[config.mk]
export PLATFORM = sky130hd
export DESIGN_NAME = evr_top
export DESIGN_NICKNAME = d
export VERILOG_FILES = /design/src/hw/evr_regs_pkg.sv /design/src/hw/evr_link_pkg.sv /design/src/hw/evr_top.sv /design/src/hw/evr_regs.sv /design/src/hw/evr_link_parser.sv /design/src/hw/evr_link_codec.sv
export VERILOG_INCLUDE_DIRS = /design/src /design/src/hw
export SDC_FILE = /design/constraint.sdc
export NUM_CORES = 1
export LEC_CHECK = 0
export BUFFER_PORTS_ARGS = -buffer_cell sky130_fd_sc_hd__buf_2
export CAP_MARGIN = 20
export CELL_PAD_IN_SITES_DETAIL_PLACEMENT = 0
export CELL_PAD_IN_SITES_GLOBAL_PLACEMENT = 2
export CORE_MARGIN = 4
export CORE_UTILIZATION = 40
export DETAILED_ROUTE_END_ITERATION = 10
export GPL_TIMING_DRIVEN = 0
export HOLD_SLACK_MARGIN = 0.1
export PLACE_DENSITY_LB_ADDON = 0.2
export SETUP_SLACK_MARGIN = 0.05
export SLEW_MARGIN = 10
export SYNTH_ARGS = -nofsm -noshare
export SYNTH_HDL_FRONTEND = slang
export SYNTH_HIERARCHICAL = 1
export SYNTH_SLANG_ARGS = --single-unit
export TNS_END_PERCENT = 20
[constraint.sdc]
create_clock -name rx_clk -period 4.7 [get_ports rx_clk]
set_input_delay 0.705 -clock rx_clk [delete_from_list [all_inputs] [get_ports rx_clk]]
set_output_delay 0.705 -clock rx_clk [all_outputs]
set_load 0.01 [all_outputs]
[src/hw/evr_macros.svh]
`ifndef EVR_MACROS_SVH
`define EVR_MACROS_SVH

// Link K-codes and fixed symbols
`define EVR_K_COMMA        8'hBC
`define EVR_BEACON         8'h7E
`define EVR_K_PKT_START    8'h1C

// Link-info packet payload, topology id then delay
`define EVR_PKT_BYTES      8

// Register bus
`define EVR_MMR_ADDR_W     8
`define EVR_MMR_DATA_W     32

// Register map
`define EVR_REG_SR         8'h00
`define EVR_REG_CR         8'h04
`define EVR_REG_CR_S       8'h08
`define EVR_REG_CR_C       8'h0C
`define EVR_REG_TOPO_ID    8'h10
`define EVR_REG_LINK_DELAY 8'h14
`define EVR_REG_TGT_DELAY  8'h18
`define EVR_REG_COMP_DELAY 8'h1C

`endif
[src/hw/evr_regs_pkg.sv]
`default_nettype none

`include "evr_macros.svh"

package evr_regs_pkg;

    typedef logic [`EVR_MMR_ADDR_W-1:0] mmr_addr_t;
    typedef logic [`EVR_MMR_DATA_W-1:0] mmr_data_t;

    // Master to slave
    typedef struct packed {
        logic      awvalid;
        mmr_addr_t awaddr;
        logic      wvalid;
        mmr_data_t wdata;
        logic      bready;
        logic      arvalid;
        mmr_addr_t araddr;
        logic      rready;
    } mmr_req_t;

    // Slave to master
    typedef struct packed {
        logic      awready;
        logic      wready;
        logic      bvalid;
        logic      arready;
        logic      rvalid;
        mmr_data_t rdata;
    } mmr_rsp_t;

    typedef struct packed {
        logic [2:0] link_delay_st;
        logic       link_up;
    } sr_t;

    typedef struct packed {
        logic dc_ena;
    } cr_t;

    typedef struct packed {
        logic [`EVR_MMR_DATA_W-2:0] pad;
        cr_t                        cr;
    } cr_view_t;

    // Write data seen as a delay value or as control bits
    typedef union packed {
        mmr_data_t delay;
        cr_view_t  ctrl;
    } mmr_wdata_u;

endpackage

`default_nettype wire

[src/hw/evr_link_pkg.sv]
`default_nettype none

package evr_link_pkg;

    // One byte lane of the serial word
    typedef struct packed {
        logic [7:0] data;
        logic       k;
    } lane_t;

    // High lane carries packets, low lane events and beacons
    typedef struct packed {
        lane_t hi;
        lane_t lo;
    } link_word_t;

    typedef struct packed {
        logic topo_valid;
        logic delay_valid;
        logic error;
    } link_status_t;

    // Decoded link information from the packet parser
    typedef struct packed {
        link_status_t status;
        logic [31:0]  topoid;
        logic [31:0]  delay;
    } link_info_t;

endpackage

`default_nettype wire

[src/hw/evr_top.sv]
`default_nettype none

module evr_top (
    input  logic                     rx_clk,
    input  logic                     app_rst,
    input  logic                     aligned_i,
    input  evr_link_pkg::link_word_t rx_word_i,
    output evr_link_pkg::link_word_t tx_word_o,
    output logic [7:0]               ev_o,
    input  evr_regs_pkg::mmr_req_t   mmr_req_i,
    output evr_regs_pkg::mmr_rsp_t   mmr_rsp_o
);

    evr_link_pkg::link_info_t link_info;

    // Low lane events, beacon echo and tx framing
    evr_link_codec u_codec (
        .rx_clk    (rx_clk),
        .app_rst   (app_rst),
        .rx_word_i (rx_word_i),
        .ev_o      (ev_o),
        .tx_word_o (tx_word_o)
    );

    // High lane link-information packets
    evr_link_parser u_parser (
        .rx_clk      (rx_clk),
        .app_rst     (app_rst),
        .link_up_i   (aligned_i),
        .rx_lane_i   (rx_word_i.hi),
        .link_info_o (link_info)
    );

    evr_regs u_regs (
        .rx_clk      (rx_clk),
        .app_rst     (app_rst),
        .link_up_i   (aligned_i),
        .link_info_i (link_info),
        .mmr_req_i   (mmr_req_i),
        .mmr_rsp_o   (mmr_rsp_o)
    );

endmodule

`default_nettype wire

[src/hw/evr_regs.sv]
`default_nettype none

`include "evr_macros.svh"

module evr_regs (
    input  logic                     rx_clk,
    input  logic                     app_rst,
    input  logic                     link_up_i,
    input  evr_link_pkg::link_info_t link_info_i,
    input  evr_regs_pkg::mmr_req_t   mmr_req_i,
    output evr_regs_pkg::mmr_rsp_t   mmr_rsp_o
);

    evr_regs_pkg::sr_t        sr;
    evr_regs_pkg::cr_t        cr_q;
    evr_regs_pkg::mmr_data_t  tgt_delay_q;
    evr_regs_pkg::mmr_data_t  comp_delay;
    evr_regs_pkg::mmr_data_t  rd_mux;
    evr_regs_pkg::mmr_data_t  rdata_q;
    evr_regs_pkg::mmr_addr_t  rd_addr;
    evr_regs_pkg::mmr_addr_t  wr_addr;
    evr_regs_pkg::mmr_wdata_u wdata_q;

    logic rd_pend;
    logic aw_done;
    logic w_done;
    logic arready_q;
    logic rvalid_q;
    logic awready_q;
    logic wready_q;
    logic bvalid_q;
    logic wr_commit;

    assign sr.link_up       = link_up_i;
    assign sr.link_delay_st = link_info_i.status;

    // Correction still to be applied
    assign comp_delay = tgt_delay_q - link_info_i.delay;

    assign wr_commit = bvalid_q && mmr_req_i.bready;

    always_comb begin
        case (rd_addr)
            `EVR_REG_SR:         rd_mux = evr_regs_pkg::mmr_data_t'(sr);
            `EVR_REG_CR:         rd_mux = evr_regs_pkg::mmr_data_t'(cr_q);
            `EVR_REG_TOPO_ID:    rd_mux = link_info_i.topoid;
            `EVR_REG_LINK_DELAY: rd_mux = link_info_i.delay;
            `EVR_REG_TGT_DELAY:  rd_mux = tgt_delay_q;
            `EVR_REG_COMP_DELAY: rd_mux = comp_delay;
            default:             rd_mux = '0;
        endcase
    end

    // Read channel
    always_ff @(posedge rx_clk) begin
        if (app_rst) begin
            arready_q <= 1'b0;
            rvalid_q  <= 1'b0;
            rd_pend   <= 1'b0;
        end else begin
            arready_q <= 1'b0;
            if (mmr_req_i.arvalid && !rd_pend) begin
                rd_pend   <= 1'b1;
                arready_q <= 1'b1;
            end
            if (rd_pend && !rvalid_q) begin
                rvalid_q <= 1'b1;
            end
            if (rvalid_q && mmr_req_i.rready) begin
                rvalid_q <= 1'b0;
                rd_pend  <= 1'b0;
            end
        end
    end

    always_ff @(posedge rx_clk) begin
        if (mmr_req_i.arvalid && !rd_pend) begin
            rd_addr <= mmr_req_i.araddr;
        end
        // Data is frozen while rvalid is up
        if (rd_pend && !rvalid_q) begin
            rdata_q <= rd_mux;
        end
    end

    // Write channel, address and data taken independently
    always_ff @(posedge rx_clk) begin
        if (app_rst) begin
            awready_q <= 1'b0;
            wready_q  <= 1'b0;
            bvalid_q  <= 1'b0;
            aw_done   <= 1'b0;
            w_done    <= 1'b0;
        end else begin
            awready_q <= 1'b0;
            if (mmr_req_i.awvalid && !aw_done) begin
                aw_done   <= 1'b1;
                awready_q <= 1'b1;
            end
            wready_q <= 1'b0;
            if (mmr_req_i.wvalid && !w_done) begin
                w_done   <= 1'b1;
                wready_q <= 1'b1;
            end
            if (aw_done && w_done && !bvalid_q) begin
                bvalid_q <= 1'b1;
            end
            if (wr_commit) begin
                bvalid_q <= 1'b0;
                aw_done  <= 1'b0;
                w_done   <= 1'b0;
            end
        end
    end

    always_ff @(posedge rx_clk) begin
        if (mmr_req_i.awvalid && !aw_done) begin
            wr_addr <= mmr_req_i.awaddr;
        end
        if (mmr_req_i.wvalid && !w_done) begin
            wdata_q <= mmr_req_i.wdata;
        end
    end

    // Register updates on write response
    always_ff @(posedge rx_clk) begin
        if (app_rst) begin
            cr_q        <= '0;
            tgt_delay_q <= '0;
        end else begin
            if (wr_commit) begin
                case (wr_addr)
                    `EVR_REG_CR:   cr_q <= wdata_q.ctrl.cr;
                    `EVR_REG_CR_S: cr_q <= cr_q | wdata_q.ctrl.cr;
                    `EVR_REG_CR_C: cr_q <= cr_q & ~wdata_q.ctrl.cr;
                    `EVR_REG_TGT_DELAY: begin
                        // Target must lie beyond the measured delay
                        if (wdata_q.delay > link_info_i.delay) begin
                            tgt_delay_q <= wdata_q.delay;
                        end
                    end
                    default: ;
                endcase
            end
            if (!link_up_i) begin
                cr_q.dc_ena <= 1'b0;
            end
        end
    end

    assign mmr_rsp_o.awready = awready_q;
    assign mmr_rsp_o.wready  = wready_q;
    assign mmr_rsp_o.bvalid  = bvalid_q;
    assign mmr_rsp_o.arready = arready_q;
    assign mmr_rsp_o.rvalid  = rvalid_q;
    assign mmr_rsp_o.rdata   = rdata_q;

endmodule

`default_nettype wire

[src/hw/evr_link_parser.sv]
`default_nettype none

`include "evr_macros.svh"

module evr_link_parser (
    input  logic                     rx_clk,
    input  logic                     app_rst,
    input  logic                     link_up_i,
    input  evr_link_pkg::lane_t      rx_lane_i,
    output evr_link_pkg::link_info_t link_info_o
);

    typedef enum logic {
        S_IDLE,
        S_PAYLOAD
    } state_t;

    state_t                     state;
    logic [2:0]                 byte_cnt;
    logic [63:0]                shift_q;
    logic [63:0]                pkt_full;
    logic                       pkt_start;
    logic                       pkt_last;
    evr_link_pkg::link_status_t status_q;
    logic [31:0]                topoid_q;
    logic [31:0]                delay_q;

    assign pkt_start = rx_lane_i.k && rx_lane_i.data == `EVR_K_PKT_START;
    assign pkt_last  = byte_cnt == 3'(`EVR_PKT_BYTES - 1);

    // Whole packet including the byte arriving now
    assign pkt_full = {shift_q[55:0], rx_lane_i.data};

    always_ff @(posedge rx_clk) begin
        if (app_rst || !link_up_i) begin
            state    <= S_IDLE;
            byte_cnt <= 3'd0;
            status_q <= '0;
        end else begin
            case (state)
                S_IDLE: begin
                    byte_cnt <= 3'd0;
                    if (pkt_start) begin
                        state <= S_PAYLOAD;
                    end
                end
                S_PAYLOAD: begin
                    if (rx_lane_i.k) begin
                        // Aborted, last good values stay
                        state          <= S_IDLE;
                        status_q.error <= 1'b1;
                    end else if (pkt_last) begin
                        state    <= S_IDLE;
                        status_q <= '{topo_valid: 1'b1, delay_valid: 1'b1, error: 1'b0};
                    end else begin
                        byte_cnt <= byte_cnt + 3'd1;
                    end
                end
                default: state <= S_IDLE;
            endcase
        end
    end

    // Payload collection, MSB first
    always_ff @(posedge rx_clk) begin
        if (state == S_PAYLOAD && !rx_lane_i.k) begin
            shift_q <= pkt_full;
            if (pkt_last) begin
                topoid_q <= pkt_full[63:32];
                delay_q  <= pkt_full[31:0];
            end
        end
    end

    assign link_info_o.status = status_q;
    assign link_info_o.topoid = topoid_q;
    assign link_info_o.delay  = delay_q;

endmodule

`default_nettype wire

[src/hw/evr_link_codec.sv]
`default_nettype none

`include "evr_macros.svh"

module evr_link_codec (
    input  logic                     rx_clk,
    input  logic                     app_rst,
    input  evr_link_pkg::link_word_t rx_word_i,
    output logic [7:0]               ev_o,
    output evr_link_pkg::link_word_t tx_word_o
);

    logic                rx_beacon;
    logic                rx_event;
    logic [1:0]          phase;
    evr_link_pkg::lane_t tx_lo_next;

    // Beacon is a plain data byte, never a K-code
    assign rx_beacon = !rx_word_i.lo.k && rx_word_i.lo.data == `EVR_BEACON;

    // Event codes exclude idle zero and the beacon
    assign rx_event = !rx_word_i.lo.k
                      && rx_word_i.lo.data != 8'h00
                      && rx_word_i.lo.data != `EVR_BEACON;

    // Echoed beacon wins over the comma slot
    always_comb begin
        if (rx_beacon) begin
            tx_lo_next.data = `EVR_BEACON;
            tx_lo_next.k    = 1'b0;
        end else if (phase == 2'd0) begin
            tx_lo_next.data = `EVR_K_COMMA;
            tx_lo_next.k    = 1'b1;
        end else begin
            tx_lo_next.data = 8'h00;
            tx_lo_next.k    = 1'b0;
        end
    end

    always_ff @(posedge rx_clk) begin
        if (app_rst) begin
            phase <= 2'd0;
        end else begin
            phase <= phase + 2'd1;
        end
    end

    // Event output, one cycle behind the receive word
    always_ff @(posedge rx_clk) begin
        if (app_rst) begin
            ev_o <= 8'h00;
        end else if (rx_event) begin
            ev_o <= rx_word_i.lo.data;
        end else begin
            ev_o <= 8'h00;
        end
    end

    // Transmit word, high lane idle
    always_ff @(posedge rx_clk) begin
        if (app_rst) begin
            tx_word_o <= '0;
        end else begin
            tx_word_o.hi.data <= 8'h00;
            tx_word_o.hi.k    <= 1'b0;
            tx_word_o.lo      <= tx_lo_next;
        end
    end

endmodule

`default_nettype wire

# Word level (Yosys, flattened, before mapping)
# Index checks and enable logic that the tools add are counted.
[classes]
n_bitwise = 7
n_reduce_logical = 38
n_addsub = 3
n_eq_ne = 15
n_mux = 16
magnitude_cmp = 1
[op_table]
columns = ["op", "n"]
rows = [
  ["$pmux 32 s6", 1],
  ["$eq 8x5->1 const B", 6],
  ["$gt 32x32->1", 1],
  ["$sub 32x32->32", 1],
  ["$mux 9", 2],
  ["$eq 8x3->1 const B", 2],
  ["$eq 8x4->1 const B", 2],
  ["$logic_and 1x1->1", 13],
  ["$reduce_or 2->1", 5],
  ["$eq 8x7->1 const B", 1],
  ["$logic_not 1->1", 8],
  ["$logic_not 8->1", 1],
  ["$mux 1", 8],
  ["$ne 8x7->1 const B", 1],
  ["$reduce_and 2->1", 4],
  ["$reduce_bool 8->1", 1],
  ["$mux 3", 2],
  ["$pmux 3 s2", 1],
  ["$reduce_and 3->1", 2],
  ["$not 1->1", 5],
  ["$ne 2x2->1 const B", 2],
  ["$add 3x1->3 const B", 1],
  ["$eq 3x3->1 const B", 1],
  ["$pmux 1 s3", 1],
  ["8 further kinds", 8],
]
[totals]
in_bits = 74
elab_cells = 106
out_inout_bits = 63
register_bits = 266

# Logic depth before layout (Yosys ltp)
[depth]
ltp_word = 5
ltp_mapped = 11
ltp_nobuf = 11

# By module
# Netlist, hierarchy kept.
[modules_own_cells]
columns = ["mod", "area_each_um2", "cells_per_inst", "n_inst", "seq_area_each_um2"]
rows = [
  ["evr_regs", 7472.2, 750, 1, 3223.1],
  ["evr_link_parser", 3897.5, 152, 1, 3723.6],
  ["evr_link_codec", 640.6, 63, 1, 260.2],
]

# Least setup slack after synthesis
# Ideal clock, no wire load.
[synth_path]
path_type = "input -> register"
from = "input port rx_word_i[9] in the netlist's numbering"
to = "register u_parser.delay_q[0], enable pin"
slack_ns = 1.081
setup_ns = 0.428
n_path_buf = 0
required_ns = 4.272
arrival_time_ns = 3.190
path_stages = 2
cell_sequence = "and2b_2 > and2_1"
[synth_via]
elab_chain_len = 3
[synth_rtl]
columns = ["element", "line", "source"]
rows = [
  ["start, declared", "evr_top.sv:7", "input evr_link_pkg::link_word_t rx_word_i,"],
  ["$logic_not 1->1", "evr_link_parser.sv:66", "if (state == S_PAYLOAD && !rx_lane_i.k) begin"],
  ["$logic_and 1x1->1", "evr_link_parser.sv:66", ""],
  ["$reduce_and 2->1 (no source line)", "--", ""],
  ["end signal, assigned", "evr_link_parser.sv:70", "delay_q <= pkt_full[31:0];"],
  ["end, declared", "evr_link_parser.sv:26", "logic [31:0] delay_q;"],
]
# Every way passes these cells.
# A chain may end at the register's enable or synchronous reset.

# Worst setup path in the final report
[layout_path]
from = "register u_parser.delay_q[0]"
to = "register u_regs.rdata_q[30] (data pin)"
[layout_via]
elab_chain_len = 2
[layout_rtl]
columns = ["element", "line", "source"]
rows = [
  ["$sub 32x32->32", "evr_regs.sv:38", "assign comp_delay = tgt_delay_q - link_info_i.delay;"],
  ["$pmux 32 s6", "evr_regs.sv:43", "case (rd_addr)"],
  ["named net u_regs.rd_mux[30]", "evr_regs.sv:18", "evr_regs_pkg::mmr_data_t rd_mux;"],
  ["end signal, assigned", "evr_regs.sv:82", "rdata_q <= rd_mux;"],
  ["end, declared", "evr_regs.sv:19", "evr_regs_pkg::mmr_data_t rdata_q;"],
]
# The timed path passes the listed nets, and every way through them passes these cells.

==> flow_summary.toml <==
[status]
run_status = "finished, final reports clean"

[yosys]
yosysSeqAreaShare_pct = 60.0
ys_seq_elements = 260
syn_inst = 965
synthFlopType = "edfxtp_1"
ys_warn_count = 6
netlist-cell-type-count = 74
syn_area_um2 = 12000
synth_edf_count = 200
synth_area_per_cell_um2 = 12.4
synthArstFlopShare_pct = 0

[finish]
layout_commonest_cell = "edfxtp_1"
final_area_um2 = 14200
seq_area_um2 = 7210
syn2layout_area_growth_pct = 17.8
drive_gt1_share_pct = 20.3
fill_cells = 2756
antennaDiodeCount = 0
multi_input_comb_area_um2 = 4300
finalNetCount = 1274
final_cell_mix = "200 x edfxtp_1, 133 x buf_2, 74 x nor2_1"

[detailed_routing]
wl_met3_um = 1870
drcViolationCount = 0
ant_nets = 0
vias_per_cell = 5.26
wl_met2_um = 16000
drt_first_pass_iters = 5
wirelength_um = 33400
initialDrtViolationCount = 596
vias = 8129
wl_met1_um = 15100
dr.max_layer_used = "met4"
wire_per_inst_um = 21.6

[grt]
grt_pass1_vias = 7981
grt_pass1_wl_um = 49400
grt_overflow = 0
grt_max_degree = 60
grtUsageTotal_pct = 19.8
antenna_found_initial = 0

[clock_network]
cts_root_buf = "clkbuf_16"
cts_resized = 0
cts_tree = "yes"
clkSinkCount = 260
clkLatencyLatePin_ns = 0.55
cts_buffers = 28
clk_pin_slew_ns = 0.06
postCtsSetupRepairBufs = 0
h-tree-depth = 1
postCtsHoldBufs = 0
cts.path.max_buffers = 3

[min_path]
whs_path_depth = 1
min_from = "mmr_req_i[34]"
min_to = "u_regs/wdata_q[23]"
hold_path_class = "input port to register"

[worst_setup_path]
crit_required_ns = 4.93
critPathArrivalTime_ns = 3.89
path_max_fanout = 3
r2r_cells = 10
setup.worst_path.class = "register to register"
cp-start-kind = "register"
worstReg2RegStart = "u_parser/delay_q[0]"
reg2reg_slack_ns = 1.04
crit_path_end_kind = "register"
reg2reg_to = "u_regs/rdata_q[30]"

[pwr]
p_per_area_nw_per_um2 = 349
seqPwrFrac_pct = 51.5
swShare_pct = 21.5
leakage_uw = 0.00540
peakVddDrop_mv = 0.249
clock_power_share_pct = 43.8
p_switching_uw = 1060
p_int_uw = 3870
comb_power_share_pct = 4.7

[floorplan]
io_pins = 137
coreArea_um2 = 29600
die_area_um2 = 32900
die_h_um = 181
dieWidth_um = 181
row_count = 63
start_util_pct = 40.5

[placed_design]
placed_cell_area_um2 = 13200
gp_congestion = 0.822
hpwl_um = 25200
port_buffers = 126

[sta]
hold_violations = 0
finClkSkew_ns = 0.0112
finalCriticalPeriod_ns = 3.66
hold_ws_ns = 0.332
finalMaxSlewViolations = 0
rsz0062_at_grt = "false"
worst_slew_pin_slew_ns = 1.10
slew_headroom_pct = 26.5
min_period_over_period_pct = 77.9
setup_viol_count_final = 0
fmax_mhz = 273

[flow_run]
drv_cap = 0
## critical path: stages (launching register included)
cell and delay (ns):
edfxtp_1 0.46, ha_1 0.28, fa_1 0.42, nor2b_1 0.15
o21ai_0 0.17, a21oi_1 0.40, a21oi_1 0.24, a211oi_1 0.62
a31oi_1 0.20, xor2_1 0.22, o221ai_1 0.18
## synth_stat cells (all sizes together), types with 21 or more instances
master  number  area share (%)
dfxtp       60              10
nor2        75             2.4
buf         36             2.2
mux2i       40             3.3
inv         56             1.8
o21ai       42             1.8
edfxtp     200              50
clkbuf      21            0.67
a21oi       56             2.4
nand2       43             1.3
a22oi       27             1.7
ha          66             6.9
## how the worst max path moves through the flow
stage / cells past startpoint / startpoint / slack, ns / to
2_1_floorplan: 2 / rx_word_i[9] / 1.08 / u_parser/delay_q[0]
3_3_place_gp: 3 / rx_word_i[9] / -0.09 / u_parser/delay_q[15]
3_5_place_dp: 10 / u_parser/delay_q[0] / 1.08 / u_regs/rdata_q[30]
4_1_cts: 10 / u_parser/delay_q[0] / 1.05 / u_regs/rdata_q[30]
5_1_grt: 10 / u_parser/delay_q[0] / 0.92 / u_regs/rdata_q[30]
6_report: 10 / u_parser/delay_q[0] / 1.04 / u_regs/rdata_q[30]
## per-layer routing
metal  track usage (%)  vias to the layer above
met5                 0                        -
met4              3.51                        0
met3              3.20                       31
met2              32.4                      215
met1              28.3                     3945
li1                  -                     3938
## flip-flops by register name (all words and copies together) (netlist names), 2 cells and up
register and count:
u_regs/wdata_q 32, u_codec/tx_word_o 3, u_regs/rdata_q 32, u_parser/topoid_q 32, u_regs/tgt_delay_q 32, u_codec/phase 2, u_regs/wr_addr 8, u_parser/link_info_o 2
u_regs/rd_addr 8, u_codec/ev_o 8, u_parser/byte_cnt 3, u_parser/delay_q 32, u_parser/shift_q 56
## cells by family after synthesis
family | after synthesis | share of synthesized area [%]
compound gates | 237 | 13.6
xor+xnor | 28 | 2.04
fa+ha+maj | 67 | 7.04
buf+inv | 113 | 4.65
flops | 260 | 60.0
mux | 44 | 3.71
other cells | 1 | 0.0312
simple gates | 215 | 8.97
## power by group through the flow
stage | Sequential, uW | Combinational [uW] | Clock, uW
after floorplan | 2590 | 112 | 0
after global placement | 2590 | 227 | 0
after detailed placement | 2590 | 237 | 0
after CTS | 2540 | 238 | 2220
after global routing | 2540 | 258 | 2330
final | 2540 | 234 | 2160
## metrics by stage
| step | setup WS [ns] | cells | power, uW | TNS, ns | util [%] |
|---|---|---|---|---|---|
| 2_1_floorplan | 1.08 | 974 | 2710 | 0 | - |
| 3_3_place_gp | -0.0880 | 1490 | 2820 | -5.24 | 44.4 |
| 3_5_place_dp | 1.08 | 1493 | 2830 | 0 | 44.7 |
| 4_1_cts | 1.05 | 1545 | 4990 | 0 | 47.8 |
| 5_1_grt | 0.924 | 1545 | 5130 | 0 | 47.8 |
| 6_report | 1.04 | 1545 | 4930 | 0 | 47.8 |
## area by class of cell
cell class,instances,share of cell area (%)
flip-flops and latches,260,50.9
multi-input cells,601,30.4
clock buffers,33,5.08
repair buffers,129,4.93
well taps,390,3.45
plain buffers,57,2.46
inverters,56,1.49
clock inverters,19,1.31
(Power assumes the default switching activity.)
